File: config.mk
export PLATFORM = sky130hd
export DESIGN_NAME = decoder_top
export DESIGN_NICKNAME = d
export VERILOG_FILES = /design/src/riscv_decode_pkg.sv /design/src/instr_decode_stage.sv /design/src/operand_stage.sv /design/src/issue_queue.sv /design/src/decoder_top.sv
export SDC_FILE = /design/constraint.sdc
export NUM_CORES = 1
export LEC_CHECK = 0
export ABC_AREA = 1
export CAP_MARGIN = 20
export CORE_MARGIN = 2
export CORE_UTILIZATION = 40
export DETAILED_ROUTE_END_ITERATION = 8
export DONT_BUFFER_PORTS = 1
export HOLD_SLACK_MARGIN = 0.1
export SYNTH_ARGS = -nofsm -noshare
export SYNTH_HDL_FRONTEND = slang
export SYNTH_SLANG_ARGS = --single-unit
File: constraint.sdc
create_clock -name clk -period 5.6 [get_ports clk]
set_input_delay 0.84 -clock clk [delete_from_list [all_inputs] [get_ports clk]]
set_output_delay 0.84 -clock clk [all_outputs]
set_load 0.02 [all_outputs]
File: src/riscv_decode_pkg.sv
package riscv_decode_pkg;

  // data and address word
  typedef logic [31:0] word_t;

  // register index
  typedef logic [4:0] reg_addr_t;

  // executor operation selector
  typedef logic [4:0] op_code_t;

  // branch condition, same encoding as funct3
  typedef logic [2:0] branch_kind_t;

  localparam op_code_t OP_NOP  = 5'd0;
  localparam op_code_t OP_ADD  = 5'd1;
  localparam op_code_t OP_SUB  = 5'd2;
  localparam op_code_t OP_XOR  = 5'd3;
  localparam op_code_t OP_OR   = 5'd4;
  localparam op_code_t OP_AND  = 5'd5;
  localparam op_code_t OP_SLL  = 5'd6;
  localparam op_code_t OP_SLT  = 5'd7;
  localparam op_code_t OP_SLTU = 5'd8;
  localparam op_code_t OP_SRL  = 5'd9;
  localparam op_code_t OP_SRA  = 5'd10;
  localparam op_code_t OP_LB   = 5'd11;
  localparam op_code_t OP_LH   = 5'd12;
  localparam op_code_t OP_LW   = 5'd13;
  localparam op_code_t OP_LBU  = 5'd14;
  localparam op_code_t OP_LHU  = 5'd15;
  localparam op_code_t OP_SB   = 5'd16;
  localparam op_code_t OP_SH   = 5'd17;
  localparam op_code_t OP_SW   = 5'd18;

  // major opcodes, instruction bits 6:2
  localparam logic [4:0] OPC_LOAD   = 5'b00000;
  localparam logic [4:0] OPC_STORE  = 5'b01000;
  localparam logic [4:0] OPC_OP_IMM = 5'b00100;
  localparam logic [4:0] OPC_OP     = 5'b01100;
  localparam logic [4:0] OPC_LUI    = 5'b01101;
  localparam logic [4:0] OPC_AUIPC  = 5'b00101;
  localparam logic [4:0] OPC_JAL    = 5'b11011;
  localparam logic [4:0] OPC_JALR   = 5'b11001;
  localparam logic [4:0] OPC_BRANCH = 5'b11000;

  // funct7 values used by RV32I
  localparam logic [6:0] F7_BASE = 7'b0000000;
  localparam logic [6:0] F7_ALT  = 7'b0100000;

  // branch conditions
  localparam branch_kind_t BR_EQ  = 3'b000;
  localparam branch_kind_t BR_NE  = 3'b001;
  localparam branch_kind_t BR_LT  = 3'b100;
  localparam branch_kind_t BR_GE  = 3'b101;
  localparam branch_kind_t BR_LTU = 3'b110;
  localparam branch_kind_t BR_GEU = 3'b111;

  // load and store widths, funct3
  localparam logic [2:0] F3_BYTE   = 3'b000;
  localparam logic [2:0] F3_HALF   = 3'b001;
  localparam logic [2:0] F3_WORD   = 3'b010;
  localparam logic [2:0] F3_BYTE_U = 3'b100;
  localparam logic [2:0] F3_HALF_U = 3'b101;

  // alu funct3
  localparam logic [2:0] F3_ADD  = 3'b000;
  localparam logic [2:0] F3_SLL  = 3'b001;
  localparam logic [2:0] F3_SLT  = 3'b010;
  localparam logic [2:0] F3_SLTU = 3'b011;
  localparam logic [2:0] F3_XOR  = 3'b100;
  localparam logic [2:0] F3_SR   = 3'b101;
  localparam logic [2:0] F3_OR   = 3'b110;
  localparam logic [2:0] F3_AND  = 3'b111;

endpackage

File: src/instr_decode_stage.sv
module instr_decode_stage import riscv_decode_pkg::*; (
  input  var logic         clk,
  input  var logic         reset,
  input  var logic         in_valid,
  input  var word_t        in_instr,
  input  var word_t        in_pc,
  output var reg_addr_t    rs1,
  output var reg_addr_t    rs2,
  input  var word_t        reg_rs1,
  input  var word_t        reg_rs2,
  output var logic         d_valid,
  output var op_code_t     d_op,
  output var reg_addr_t    d_rd,
  output var word_t        d_imm,
  output var word_t        d_pc,
  output var word_t        d_rs1_val,
  output var word_t        d_rs2_val,
  output var logic         d_is_branch,
  output var logic         d_is_jal,
  output var logic         d_is_jalr,
  output var logic         d_is_auipc,
  output var logic         d_is_lui,
  output var logic         d_use_imm,
  output var branch_kind_t d_branch_kind,
  output var logic         d_illegal
);

  logic [4:0] opcode;
  logic [2:0] funct3;
  logic [6:0] funct7;
  word_t      i_imm, s_imm, b_imm, u_imm, j_imm;
  word_t      imm;
  op_code_t   op, alu_op;
  logic       legal, is_store;
  logic       is_branch, is_jal, is_jalr, is_auipc, is_lui, use_imm;
  reg_addr_t  rd;

  assign opcode = in_instr[6:2];
  assign funct3 = in_instr[14:12];
  assign funct7 = in_instr[31:25];

  // register file is read in the same cycle
  assign rs1 = in_instr[19:15];
  assign rs2 = in_instr[24:20];

  assign i_imm = {{20{in_instr[31]}}, in_instr[31:20]};
  assign s_imm = {{20{in_instr[31]}}, in_instr[31:25], in_instr[11:7]};
  assign b_imm = {{20{in_instr[31]}}, in_instr[7], in_instr[30:25], in_instr[11:8], 1'b0};
  assign u_imm = {in_instr[31:12], 12'b0};
  assign j_imm = {{12{in_instr[31]}}, in_instr[19:12], in_instr[20], in_instr[30:21], 1'b0};

  // shared by OP and OP-IMM, sub only exists in register form
  always_comb begin
    case (funct3)
      F3_ADD:  alu_op = (opcode == OPC_OP && funct7 == F7_ALT) ? OP_SUB : OP_ADD;
      F3_SLL:  alu_op = OP_SLL;
      F3_SLT:  alu_op = OP_SLT;
      F3_SLTU: alu_op = OP_SLTU;
      F3_XOR:  alu_op = OP_XOR;
      F3_SR:   alu_op = (funct7 == F7_ALT) ? OP_SRA : OP_SRL;
      F3_OR:   alu_op = OP_OR;
      default: alu_op = OP_AND;
    endcase
  end

  always_comb begin
    op        = OP_NOP;
    imm       = '0;
    legal     = 1'b0;
    is_store  = 1'b0;
    is_branch = 1'b0;
    is_jal    = 1'b0;
    is_jalr   = 1'b0;
    is_auipc  = 1'b0;
    is_lui    = 1'b0;
    use_imm   = 1'b0;
    // anything not 32 bits wide stays illegal
    if (in_instr[1:0] == 2'b11) begin
      case (opcode)
        OPC_LUI: begin
          legal  = 1'b1;
          is_lui = 1'b1;
          imm    = u_imm;
        end
        OPC_AUIPC: begin
          legal    = 1'b1;
          is_auipc = 1'b1;
          imm      = u_imm;
        end
        OPC_JAL: begin
          legal  = 1'b1;
          is_jal = 1'b1;
          imm    = j_imm;
        end
        OPC_JALR: begin
          legal   = (funct3 == 3'b000);
          is_jalr = legal;
          imm     = i_imm;
        end
        OPC_BRANCH: begin
          legal     = (funct3 != 3'b010) && (funct3 != 3'b011);
          is_branch = legal;
          imm       = b_imm;
        end
        OPC_LOAD: begin
          imm   = i_imm;
          legal = 1'b1;
          case (funct3)
            F3_BYTE:   op = OP_LB;
            F3_HALF:   op = OP_LH;
            F3_WORD:   op = OP_LW;
            F3_BYTE_U: op = OP_LBU;
            F3_HALF_U: op = OP_LHU;
            default:   legal = 1'b0;
          endcase
        end
        OPC_STORE: begin
          imm      = s_imm;
          legal    = 1'b1;
          is_store = 1'b1;
          case (funct3)
            F3_BYTE: op = OP_SB;
            F3_HALF: op = OP_SH;
            F3_WORD: op = OP_SW;
            default: legal = 1'b0;
          endcase
        end
        OPC_OP_IMM: begin
          imm = i_imm;
          if (funct3 == F3_SLL) legal = (funct7 == F7_BASE);
          else if (funct3 == F3_SR) legal = (funct7 == F7_BASE) || (funct7 == F7_ALT);
          else legal = 1'b1;
          use_imm = legal;
          op      = legal ? alu_op : OP_NOP;
        end
        OPC_OP: begin
          // M extension (funct7 0000001) falls out here
          legal = (funct7 == F7_BASE) ||
                  (funct7 == F7_ALT && (funct3 == F3_ADD || funct3 == F3_SR));
          op    = legal ? alu_op : OP_NOP;
        end
        default: legal = 1'b0;
      endcase
    end
    if (!legal) op = OP_NOP;
  end

  assign rd = (!legal || is_branch || is_store) ? '0 : in_instr[11:7];

  always_ff @(posedge clk) begin
    if (reset) begin
      d_valid <= 1'b0;
    end else begin
      d_valid <= in_valid;
    end
  end

  always_ff @(posedge clk) begin
    if (in_valid) begin
      d_op          <= op;
      d_rd          <= rd;
      d_imm         <= imm;
      d_pc          <= in_pc;
      d_rs1_val     <= reg_rs1;
      d_rs2_val     <= reg_rs2;
      d_is_branch   <= is_branch;
      d_is_jal      <= is_jal;
      d_is_jalr     <= is_jalr;
      d_is_auipc    <= is_auipc;
      d_is_lui      <= is_lui;
      d_use_imm     <= use_imm;
      d_branch_kind <= branch_kind_t'(funct3);
      d_illegal     <= !legal;
    end
  end

  // operand stage relies on a single class per record
  a_one_class: assert property (@(posedge clk) disable iff (reset)
    d_valid |-> $onehot0({d_is_branch, d_is_jal, d_is_jalr, d_is_auipc, d_is_lui, d_use_imm}));

endmodule

File: src/operand_stage.sv
module operand_stage import riscv_decode_pkg::*; (
  input  var logic         clk,
  input  var logic         reset,
  input  var logic         d_valid,
  input  var op_code_t     d_op,
  input  var reg_addr_t    d_rd,
  input  var word_t        d_imm,
  input  var word_t        d_pc,
  input  var word_t        d_rs1_val,
  input  var word_t        d_rs2_val,
  input  var logic         d_is_branch,
  input  var logic         d_is_jal,
  input  var logic         d_is_jalr,
  input  var logic         d_is_auipc,
  input  var logic         d_is_lui,
  input  var logic         d_use_imm,
  input  var branch_kind_t d_branch_kind,
  input  var logic         d_illegal,
  output var logic         e_valid,
  output var op_code_t     e_op,
  output var reg_addr_t    e_rd,
  output var word_t        e_operand_a,
  output var word_t        e_operand_b,
  output var word_t        e_mem_addr,
  output var word_t        e_store_data,
  output var word_t        e_next_pc,
  output var logic         e_illegal
);

  word_t    operand_a, operand_b;
  word_t    rs1_plus_imm, pc_plus_imm, pc_plus_4;
  word_t    next_pc;
  op_code_t op;
  logic     taken;

  assign rs1_plus_imm = d_rs1_val + d_imm;
  assign pc_plus_imm  = d_pc + d_imm;
  assign pc_plus_4    = d_pc + 32'd4;

  always_comb begin
    case (d_branch_kind)
      BR_EQ:   taken = (d_rs1_val == d_rs2_val);
      BR_NE:   taken = (d_rs1_val != d_rs2_val);
      BR_LT:   taken = ($signed(d_rs1_val) < $signed(d_rs2_val));
      BR_GE:   taken = ($signed(d_rs1_val) >= $signed(d_rs2_val));
      BR_LTU:  taken = (d_rs1_val < d_rs2_val);
      BR_GEU:  taken = (d_rs1_val >= d_rs2_val);
      default: taken = 1'b0;
    endcase
  end

  // link and pc-relative forms become pc + something
  always_comb begin
    if (d_is_jal || d_is_jalr || d_is_auipc) operand_a = d_pc;
    else if (d_is_lui) operand_a = '0;
    else operand_a = d_rs1_val;
  end

  always_comb begin
    if (d_use_imm || d_is_lui || d_is_auipc) operand_b = d_imm;
    else if (d_is_jal || d_is_jalr) operand_b = 32'd4;
    else operand_b = d_rs2_val;
  end

  always_comb begin
    if (d_is_branch && taken) next_pc = pc_plus_imm;
    else if (d_is_jal) next_pc = pc_plus_imm;
    else if (d_is_jalr) next_pc = {rs1_plus_imm[31:1], 1'b0};
    else next_pc = pc_plus_4;
  end

  always_comb begin
    if (d_is_jal || d_is_jalr || d_is_lui || d_is_auipc) op = OP_ADD;
    else if (d_is_branch) op = OP_NOP;
    else op = d_op;
  end

  always_ff @(posedge clk) begin
    if (reset) begin
      e_valid <= 1'b0;
    end else begin
      e_valid <= d_valid;
    end
  end

  always_ff @(posedge clk) begin
    if (d_valid) begin
      e_op         <= op;
      e_rd         <= d_rd;
      e_operand_a  <= operand_a;
      e_operand_b  <= operand_b;
      e_mem_addr   <= rs1_plus_imm;
      e_store_data <= d_rs2_val;
      e_next_pc    <= next_pc;
      e_illegal    <= d_illegal;
    end
  end

endmodule

File: src/issue_queue.sv
module issue_queue import riscv_decode_pkg::*; #(
  parameter int QUEUE_DEPTH  = 4,
  parameter int EXEC_CREDITS = 2
) (
  input  var logic      clk,
  input  var logic      reset,
  input  var logic      push,
  input  var op_code_t  e_op,
  input  var reg_addr_t e_rd,
  input  var word_t     e_operand_a,
  input  var word_t     e_operand_b,
  input  var word_t     e_mem_addr,
  input  var word_t     e_store_data,
  input  var word_t     e_next_pc,
  input  var logic      e_illegal,
  output var logic      out_valid,
  output var op_code_t  out_op,
  output var reg_addr_t out_rd,
  output var word_t     out_operand_a,
  output var word_t     out_operand_b,
  output var word_t     out_mem_addr,
  output var word_t     out_store_data,
  output var word_t     out_next_pc,
  output var logic      out_illegal,
  output var logic      in_credit,
  input  var logic      out_credit
);

  localparam int PTR_W = (QUEUE_DEPTH > 1) ? $clog2(QUEUE_DEPTH) : 1;
  localparam int CNT_W = $clog2(QUEUE_DEPTH + 1);
  localparam int CRD_W = $clog2(EXEC_CREDITS + 1);

  op_code_t   q_op         [QUEUE_DEPTH];
  reg_addr_t  q_rd         [QUEUE_DEPTH];
  word_t      q_operand_a  [QUEUE_DEPTH];
  word_t      q_operand_b  [QUEUE_DEPTH];
  word_t      q_mem_addr   [QUEUE_DEPTH];
  word_t      q_store_data [QUEUE_DEPTH];
  word_t      q_next_pc    [QUEUE_DEPTH];
  logic       q_illegal    [QUEUE_DEPTH];

  logic [PTR_W-1:0] wr_ptr, rd_ptr;
  logic [CNT_W-1:0] count;
  logic [CRD_W-1:0] credits;
  logic             pop;

  // pop needs a record and an executor credit
  assign pop       = (count != '0) && (credits != '0);
  assign out_valid = pop;
  assign in_credit = pop;

  assign out_op         = q_op[rd_ptr];
  assign out_rd         = q_rd[rd_ptr];
  assign out_operand_a  = q_operand_a[rd_ptr];
  assign out_operand_b  = q_operand_b[rd_ptr];
  assign out_mem_addr   = q_mem_addr[rd_ptr];
  assign out_store_data = q_store_data[rd_ptr];
  assign out_next_pc    = q_next_pc[rd_ptr];
  assign out_illegal    = q_illegal[rd_ptr];

  always_ff @(posedge clk) begin
    if (push) begin
      q_op[wr_ptr]         <= e_op;
      q_rd[wr_ptr]         <= e_rd;
      q_operand_a[wr_ptr]  <= e_operand_a;
      q_operand_b[wr_ptr]  <= e_operand_b;
      q_mem_addr[wr_ptr]   <= e_mem_addr;
      q_store_data[wr_ptr] <= e_store_data;
      q_next_pc[wr_ptr]    <= e_next_pc;
      q_illegal[wr_ptr]    <= e_illegal;
    end
  end

  always_ff @(posedge clk) begin
    if (reset) begin
      wr_ptr  <= '0;
      rd_ptr  <= '0;
      count   <= '0;
      credits <= CRD_W'(EXEC_CREDITS);
    end else begin
      // pointers wrap explicitly so any depth works
      if (push) wr_ptr <= (wr_ptr == PTR_W'(QUEUE_DEPTH - 1)) ? '0 : wr_ptr + PTR_W'(1);
      if (pop) rd_ptr <= (rd_ptr == PTR_W'(QUEUE_DEPTH - 1)) ? '0 : rd_ptr + PTR_W'(1);
      case ({push, pop})
        2'b10:   count <= count + CNT_W'(1);
        2'b01:   count <= count - CNT_W'(1);
        default: count <= count;
      endcase
      case ({pop, out_credit})
        2'b10:   credits <= credits - CRD_W'(1);
        2'b01:   credits <= credits + CRD_W'(1);
        default: credits <= credits;
      endcase
    end
  end

  // fetcher credits must keep the stages from overrunning the buffer
  a_no_overflow: assert property (@(posedge clk) disable iff (reset)
    !(push && count == CNT_W'(QUEUE_DEPTH)));

  a_credit_bound: assert property (@(posedge clk) disable iff (reset)
    credits <= CRD_W'(EXEC_CREDITS));

endmodule

File: src/decoder_top.sv
module decoder_top import riscv_decode_pkg::*; #(
  parameter int QUEUE_DEPTH  = 4,
  parameter int EXEC_CREDITS = 2
) (
  input  var logic      clk,
  input  var logic      reset,
  input  var logic      in_valid,
  input  var word_t     in_instr,
  input  var word_t     in_pc,
  output var logic      in_credit,
  output var reg_addr_t rs1,
  output var reg_addr_t rs2,
  input  var word_t     reg_rs1,
  input  var word_t     reg_rs2,
  output var logic      out_valid,
  output var op_code_t  out_op,
  output var reg_addr_t out_rd,
  output var word_t     out_operand_a,
  output var word_t     out_operand_b,
  output var word_t     out_mem_addr,
  output var word_t     out_store_data,
  output var word_t     out_next_pc,
  output var logic      out_illegal,
  input  var logic      out_credit
);

  logic         d_valid, d_illegal;
  op_code_t     d_op;
  reg_addr_t    d_rd;
  word_t        d_imm, d_pc, d_rs1_val, d_rs2_val;
  logic         d_is_branch, d_is_jal, d_is_jalr, d_is_auipc, d_is_lui, d_use_imm;
  branch_kind_t d_branch_kind;

  logic         e_valid, e_illegal;
  op_code_t     e_op;
  reg_addr_t    e_rd;
  word_t        e_operand_a, e_operand_b, e_mem_addr, e_store_data, e_next_pc;

  instr_decode_stage u_decode (
    .clk, .reset, .in_valid, .in_instr, .in_pc, .rs1, .rs2, .reg_rs1, .reg_rs2,
    .d_valid, .d_op, .d_rd, .d_imm, .d_pc, .d_rs1_val, .d_rs2_val,
    .d_is_branch, .d_is_jal, .d_is_jalr, .d_is_auipc, .d_is_lui, .d_use_imm,
    .d_branch_kind, .d_illegal
  );

  operand_stage u_operand (
    .clk, .reset,
    .d_valid, .d_op, .d_rd, .d_imm, .d_pc, .d_rs1_val, .d_rs2_val,
    .d_is_branch, .d_is_jal, .d_is_jalr, .d_is_auipc, .d_is_lui, .d_use_imm,
    .d_branch_kind, .d_illegal,
    .e_valid, .e_op, .e_rd, .e_operand_a, .e_operand_b, .e_mem_addr,
    .e_store_data, .e_next_pc, .e_illegal
  );

  // every stage 2 record lands in the queue
  issue_queue #(
    .QUEUE_DEPTH  (QUEUE_DEPTH),
    .EXEC_CREDITS (EXEC_CREDITS)
  ) u_queue (
    .clk, .reset,
    .push (e_valid),
    .e_op, .e_rd, .e_operand_a, .e_operand_b, .e_mem_addr, .e_store_data,
    .e_next_pc, .e_illegal,
    .out_valid, .out_op, .out_rd, .out_operand_a, .out_operand_b, .out_mem_addr,
    .out_store_data, .out_next_pc, .out_illegal,
    .in_credit, .out_credit
  );

endmodule

==> impl_metrics.py, run 1 <==
metrics = {
    "critical_path": {
        "critical_path.cell_chain": "inv_8, buf_4, o21ai_0, o22ai_1",
        "critical-path-slowest-cell": "sky130_fd_sc_hd__o22ai_1",
        "critical_path.startpoint_type": "register",
        "worst_path_dominant_cell_family": "buffers and inverters",
        "regToRegSetupSlack_ps": 2090,
        "worst_path_largest_cell_delay_ps": 560,
        "cp_data_arrival_time_ps": 3150,
        "critical_path.reg2reg.startpoint": "u_decode.d_rs1_val[15]$_DFFE_PP_",
        "timing.critical_path.fanout_max": 131,
        "crit_type": "register to primary output",
        "required_ps": 4760,
        "worst_path_buf_inv": 2,
        "critical_path.endpoint_type": "primary output",
    },
    "global_routing": {
        "overflow": 0,
        "grt_antenna_before_repair": 54,
        "grt_pass1_wl_um": 190800,
        "grt_usage": 0.2340,
        "vias_in_the_first_global_route": 27050,
        "grt_max_degree": 157,
    },
    "power": {
        "powerDensity_nw_per_um2": 434.4,
        "static-leakage-power_nw": 17.32,
        "irDropWorstVdd_uv": 379.2,
    },
    "floorplan": {
        "design.die.area_um2": 112400,
        "design.portCount": 315,
        "chipHeight_um": 335.2,
        "start_util": 0.4032,
        "floorplan.core_area_um2": 108900,
        "chipWidth_um": 335.2,
        "placement_rows": 121,
    },
    "sta": {
        "setup_viol": 0,
        "max_clock_freq_mhz": 250.6,
        "finalWorstPathRequiredPeriod_ps": 3991,
        "fin_tns_setup_ps": 0,
        "timing_hold_violations_final": 0,
        "timing.hold.ws_ps": 197.4,
        "max-slew-margin-rel": 0.2679,
        "finalCritPeriodShare": 0.7127,
        "timing.final.ws_setup_ps": 1609,
        "worst_clock_skew_ps": 44.55,
        "rsz0062_at_grt": "false",
        "drv_slew": 0,
        "timing_worst_slew_pin_value_ps": 1087,
    },
    "place": {
        "gpl.final_weighted_congestion": 1.003,
        "preCtsSetupSlack_ps": 2169,
        "numPlacedInstances": 5054,
        "dp_hpwl_um": 93710,
        "port-buffer-count": 0,
    },
    "synthesis": {
        "synth.ff_latch_count": 1016,
        "synthesis.yosys.warnings": 0,
        "synth_async_sr_flop_share": 0,
        "synth_seq_area_share": 0.6923,
        "number_of_enable_flip_flop_cells_after_synthesis": 1003,
        "post_synth_inst_count": 3779,
        "synthesized_area_divided_by_synthesized_cell_count_um2": 11.61,
        "synth_fp_nets": 4016,
        "synth_area_um2": 43880,
        "dominantRegCellSynth": "sky130_fd_sc_hd__edfxtp_1",
        "post_synth_num_cell_types": 52,
    },
    "min_path": {
        "worst_hold_launch": "reset",
        "hold_path.class": "input port to register",
    },
    "drt": {
        "detail-route-antenna-nets": 0,
        "route.layer.met1.wl_um": 54310,
        "average_wire_per_standard_cell_um": 25.37,
        "initialDrtViolationCount": 3364,
        "route.met2.wl_um": 64040,
        "via_count_of_the_routed_design": 29160,
        "topRoutingLayerUsed": "met5",
        "detailroute.wirelength.met3_um": 12310,
        "firstDrtPassIters": 6,
        "routed_wl_um": 133900,
        "vias_per_cell": 5.524,
        "drc": 0,
    },
    "layout": {
        "final_layout_size_suffix_gt1_frac": 0.05325,
        "layout.cells.most_common": "sky130_fd_sc_hd__edfxtp_1",
        "final_cells": 5278,
        "design.final.nets": 3983,
        "layout-area-overhead-vs-synth_pct": 10.99,
        "mostFrequentLayoutCells": "sky130_fd_sc_hd__edfxtp_1, sky130_fd_sc_hd__nor2_1, sky130_fd_sc_hd__o21ai_0",
    },
    "clocking": {
        "quantity_of_hold_fixing_buffers_added_after_cts": 0,
        "clockRootBuffer": "sky130_fd_sc_hd__clkbuf_16",
        "ctsLongestPathBuffers": 3,
        "cts-htree-levels": 3,
        "postCtsSetupBuffers": 0,
        "cts_resized": 0,
        "clk_pin_slew_worst_paths_ps": 60,
        "cts_sinks": 1016,
        "cts_tree": "built",
        "numCtsBuffers": 104,
        "clock_insertion_delay_worst_skew_ps": 720,
    },
    "run": {
        "max_cap_viol_count": 0,
    },
    "run_status": {
        "outcome": "completed",
    },
}
==> sequential cells by signal, summed over array words and instances (netlist names), 128 cells and up, named ones only <==
name / cells
u_queue.q_next_pc: 128
u_queue.q_mem_addr: 128
u_queue.q_operand_a: 128
u_queue.q_operand_b: 128
u_queue.q_store_data: 128
==> cell families after synthesis <==
group	count (synthesis)	synth area share
buffers and inverters	480	0.04297
and+or+nand+nor	1299	0.1225
DFF	1016	0.6923
AOI/OAI and AO/OA	833	0.1026
xor gates and xnor gates	46	0.009180
adders and majority gates	105	0.03045
==> metrics by stage <==
stage                 util  power (mW)  instance area (um^2)
floorplan                -       12.94                 43880
global placement    0.4161       14.58                 45290
detailed placement  0.4161       14.62                 45290
CTS                 0.4467       21.34                 48630
global route        0.4468       22.04                 48640
finish              0.4475       21.16                 48710
==> worst reg2reg max path, delay by kind of cell, from the launching register on <==
| family | cells | cell delay (ps) |
|---|---|---|
| simple gates | 13 | 2490 |
| flops | 1 | 490 |
| fa+ha+maj | 1 | 360 |
| buf+inv | 1 | 50 |
==> final timing paths <==
path	end	depth (start not counted)
worst max-delay path	out_mem_addr[22]	4
worst min-delay path	u_decode.d_valid$_SDFF_PP0_	1
worst max register to register	u_operand.e_next_pc[11]$_DFFE_PP_	15
worst min register to register	u_operand.e_illegal$_DFFE_PP_	0
==> where the power goes <==
part	switching, mW	internal (mW)	total, mW
registers	0.438	8.80	9.24
clock network	2.91	3.82	6.73
logic	4.07	1.12	5.19
==> layout make-up <==
| class | instances | area [um^2] |
|---|---|---|
| Fill cell | 9913 | 60140 |
| Inverter | 317 | 1222 |
| Clock inverter | 55 | 609.3 |
| Clock buffer | 136 | 2723 |
| Multi-Input combinational cell | 2283 | 11630 |
| Timing Repair Buffer | 24 | 280.3 |
| Tap cell | 1414 | 1769 |
| Sequential cell | 1016 | 30390 |
| Antenna cell | 33 | 82.58 |
==> layer usage <==
layer | track usage | vias to the layer above
met3 | 0.04458 | 203
met2 | 0.3823 | 1264
met5 | 0 | -
met4 | 0.06240 | 18
met1 | 0.3202 | 14230
li1 | - | 13440
==> cell usage after synthesis, types with 16 or more instances <==
cell | n | area (um^2)
sky130_fd_sc_hd__edfxtp_1 | 1003 | 30120
sky130_fd_sc_hd__nand4_1 | 22 | 137.6
sky130_fd_sc_hd__clkbuf_1 | 119 | 446.7
sky130_fd_sc_hd__inv_1 | 305 | 1145
sky130_fd_sc_hd__nor2_1 | 533 | 2001
sky130_fd_sc_hd__buf_2 | 16 | 80.08
sky130_fd_sc_hd__nand2_1 | 483 | 1813
sky130_fd_sc_hd__o21ai_1 | 22 | 110.1
sky130_fd_sc_hd__nand3_1 | 167 | 835.8
sky130_fd_sc_hd__nor3_1 | 37 | 185.2
sky130_fd_sc_hd__ha_1 | 102 | 1276
sky130_fd_sc_hd__o22ai_1 | 180 | 1126
sky130_fd_sc_hd__xor2_1 | 36 | 315.3
sky130_fd_sc_hd__o21ai_0 | 488 | 2442
sky130_fd_sc_hd__a21oi_1 | 102 | 510.5
Power figures use the tool's default switching activity.
==> run 2: changes to the inputs <==
- clock period: 5.6 -> 3.8 ns (I/O delays scaled with it)
==> run 2 against run 1 <==
Effect of this change:
- clock skew is 6.9 ps lower
- design area increased by 3.8%
- worst hold slack worse by 38 ps
- final cell count grew 3.5%
- setup slack got worse by 1200 ps
- largest power group unchanged
==> impl_metrics.py, run 2 (synthesized netlist as in run 1, its figures left out) <==
metrics = {
    "run_status": {
        "outcome": "completed",
    },
    "clocking": {
        "ctsLongestPathBuffers": 3,
        "quantity_of_hold_fixing_buffers_added_after_cts": 102,
        "clk_pin_slew_worst_paths_ps": 60,
        "cts_sinks": 1016,
        "cts-htree-levels": 3,
        "numCtsBuffers": 103,
        "clock_insertion_delay_worst_skew_ps": 710,
        "cts_tree": "built",
        "clockRootBuffer": "sky130_fd_sc_hd__clkbuf_16",
        "cts_resized": 0,
        "postCtsSetupBuffers": 0,
    },
    "critical_path": {
        "critical_path.startpoint_type": "register",
        "critical_path.cell_chain": "inv_4, buf_12, buf_4, o21ai_0, o22ai_1",
        "worst_path_largest_cell_delay_ps": 520,
        "crit_type": "register to primary output",
        "timing.critical_path.fanout_max": 49,
        "r2r_end": "u_operand.e_next_pc[14]$_DFFE_PP_",
        "critical_path.reg2reg.startpoint": "u_decode.d_imm[0]$_SDFFCE_PN0P_",
        "cp_data_arrival_time_ps": 2820,
        "required_ps": 3230,
        "regToRegSetupSlack_ps": 620,
        "worst_path_dominant_cell_family": "buffers and inverters",
        "critical-path-slowest-cell": "sky130_fd_sc_hd__dfxtp_4",
        "r2r_cells": 13,
        "worst_path_buf_inv": 3,
        "critical_path.endpoint_type": "primary output",
    },
    "sta": {
        "worst_clock_skew_ps": 37.65,
        "finalWorstPathRequiredPeriod_ps": 3389,
        "setup_viol": 0,
        "rsz0062_at_grt": "false",
        "drv_slew": 0,
        "max-slew-margin-rel": 0.3199,
        "timing_worst_slew_pin_value_ps": 1020,
        "max_clock_freq_mhz": 295.1,
        "fin_tns_setup_ps": 0,
        "finalCritPeriodShare": 0.8918,
        "timing.hold.ws_ps": 159.0,
        "timing_hold_violations_final": 0,
    },
    "power": {
        "static-leakage-power_nw": 18.27,
        "irDropWorstVdd_uv": 399.0,
        "powerDensity_nw_per_um2": 637.4,
    },
    "layout": {
        "layout-area-overhead-vs-synth_pct": 15.20,
        "layout.cells.most_common": "sky130_fd_sc_hd__edfxtp_1",
        "mostFrequentLayoutCells": "sky130_fd_sc_hd__edfxtp_1, sky130_fd_sc_hd__nor2_1, sky130_fd_sc_hd__o21ai_0",
        "final_layout_size_suffix_gt1_frac": 0.07625,
        "nFillCells": 9678,
        "design.final.nets": 4178,
    },
    "place": {
        "gpl.final_weighted_congestion": 1.013,
        "dp_hpwl_um": 94570,
        "port-buffer-count": 0,
    },
    "floorplan": {
        "floorplan.core_area_um2": 108900,
        "chipHeight_um": 335.2,
        "placement_rows": 121,
        "design.die.area_um2": 112400,
        "chipWidth_um": 335.2,
        "start_util": 0.4032,
        "design.portCount": 315,
    },
    "global_routing": {
        "overflow": 0,
        "grt_pass1_wl_um": 192000,
        "grt_usage": 0.2353,
        "vias_in_the_first_global_route": 27670,
        "grt_antenna_before_repair": 25,
        "grt_max_degree": 179,
    },
    "drt": {
        "detail-route-antenna-nets": 0,
        "drc": 0,
        "via_count_of_the_routed_design": 30030,
        "initialDrtViolationCount": 3162,
        "vias_per_cell": 5.498,
        "routed_wl_um": 136000,
        "average_wire_per_standard_cell_um": 24.90,
        "firstDrtPassIters": 5,
    },
    "run": {
        "max_cap_viol_count": 0,
    },
    "min_path": {
        "hold_path.class": "input port to register",
        "holdPathStages": 2,
        "worstHoldEndpoint": "u_decode.d_rd[3]$_SDFFCE_PP0P_",
        "worst_hold_launch": "in_instr[10]",
    },
}
run 2: cell type report:
| type | instances | area (um^2) | area share |
|---|---|---|---|
| Clock buffer | 123 | 2674 | 0.05289 |
| Sequential cell | 1016 | 30390 | 0.6012 |
| Inverter | 317 | 1215 | 0.02403 |
| Antenna cell | 22 | 55.05 | 0.001089 |
| Multi-Input combinational cell | 2283 | 11630 | 0.2301 |
| Timing Repair Buffer | 220 | 2187 | 0.04326 |
| Clock inverter | 67 | 630.6 | 0.01247 |
| Tap cell | 1414 | 1769 | 0.03500 |
run 2: metrics by stage:
step | total power [mW] | area, um^2 | util | setup WS [ps] | std cells
CTS | 32.40 | 50410 | 0.4631 | 348.1 | 5436
finish | 32.22 | 50550 | 0.4644 | 411.2 | 5462
detailed placement | 22.43 | 46090 | 0.4234 | 774.1 | 5144
floorplan | 19.05 | 43900 | - | 153.7 | 3779
global placement | 22.40 | 46090 | 0.4234 | 751.0 | 5144
global route | 33.48 | 50520 | 0.4641 | 306.3 | 5450
run 2: worst max-delay path by stage:
stage / slack, ps / endpoint / cells after the start / start
floorplan: 150 / u_queue.q_illegal[0]$_DFFE_PP_ / 4 / u_queue.wr_ptr[0]$_SDFFE_PP0P_
global placement: 750 / u_operand.e_next_pc[1]$_DFFE_PP_ / 14 / u_decode.d_rs1_val[31]$_DFFE_PP_
detailed placement: 770 / u_operand.e_next_pc[1]$_DFFE_PP_ / 14 / u_decode.d_rs1_val[31]$_DFFE_PP_
CTS: 350 / out_next_pc[3] / 5 / register
global route: 310 / out_next_pc[3] / 5 / register
finish: 410 / out_next_pc[3] / 5 / register
run 2: power by group:
group,internal (mW),switching (mW)
sequential,13.0,0.621
clock,5.60,4.32
combinational,2.36,6.35
total,20.9,11.3
run 2: per-layer routing:
metal,routed length [um],global-route usage,share of wire
met5,122,0,0.00090
met1,55560,0.3159,0.41
met4,4828,0.08520,0.035
met3,11770,0.04782,0.087
met2,63740,0.3786,0.47
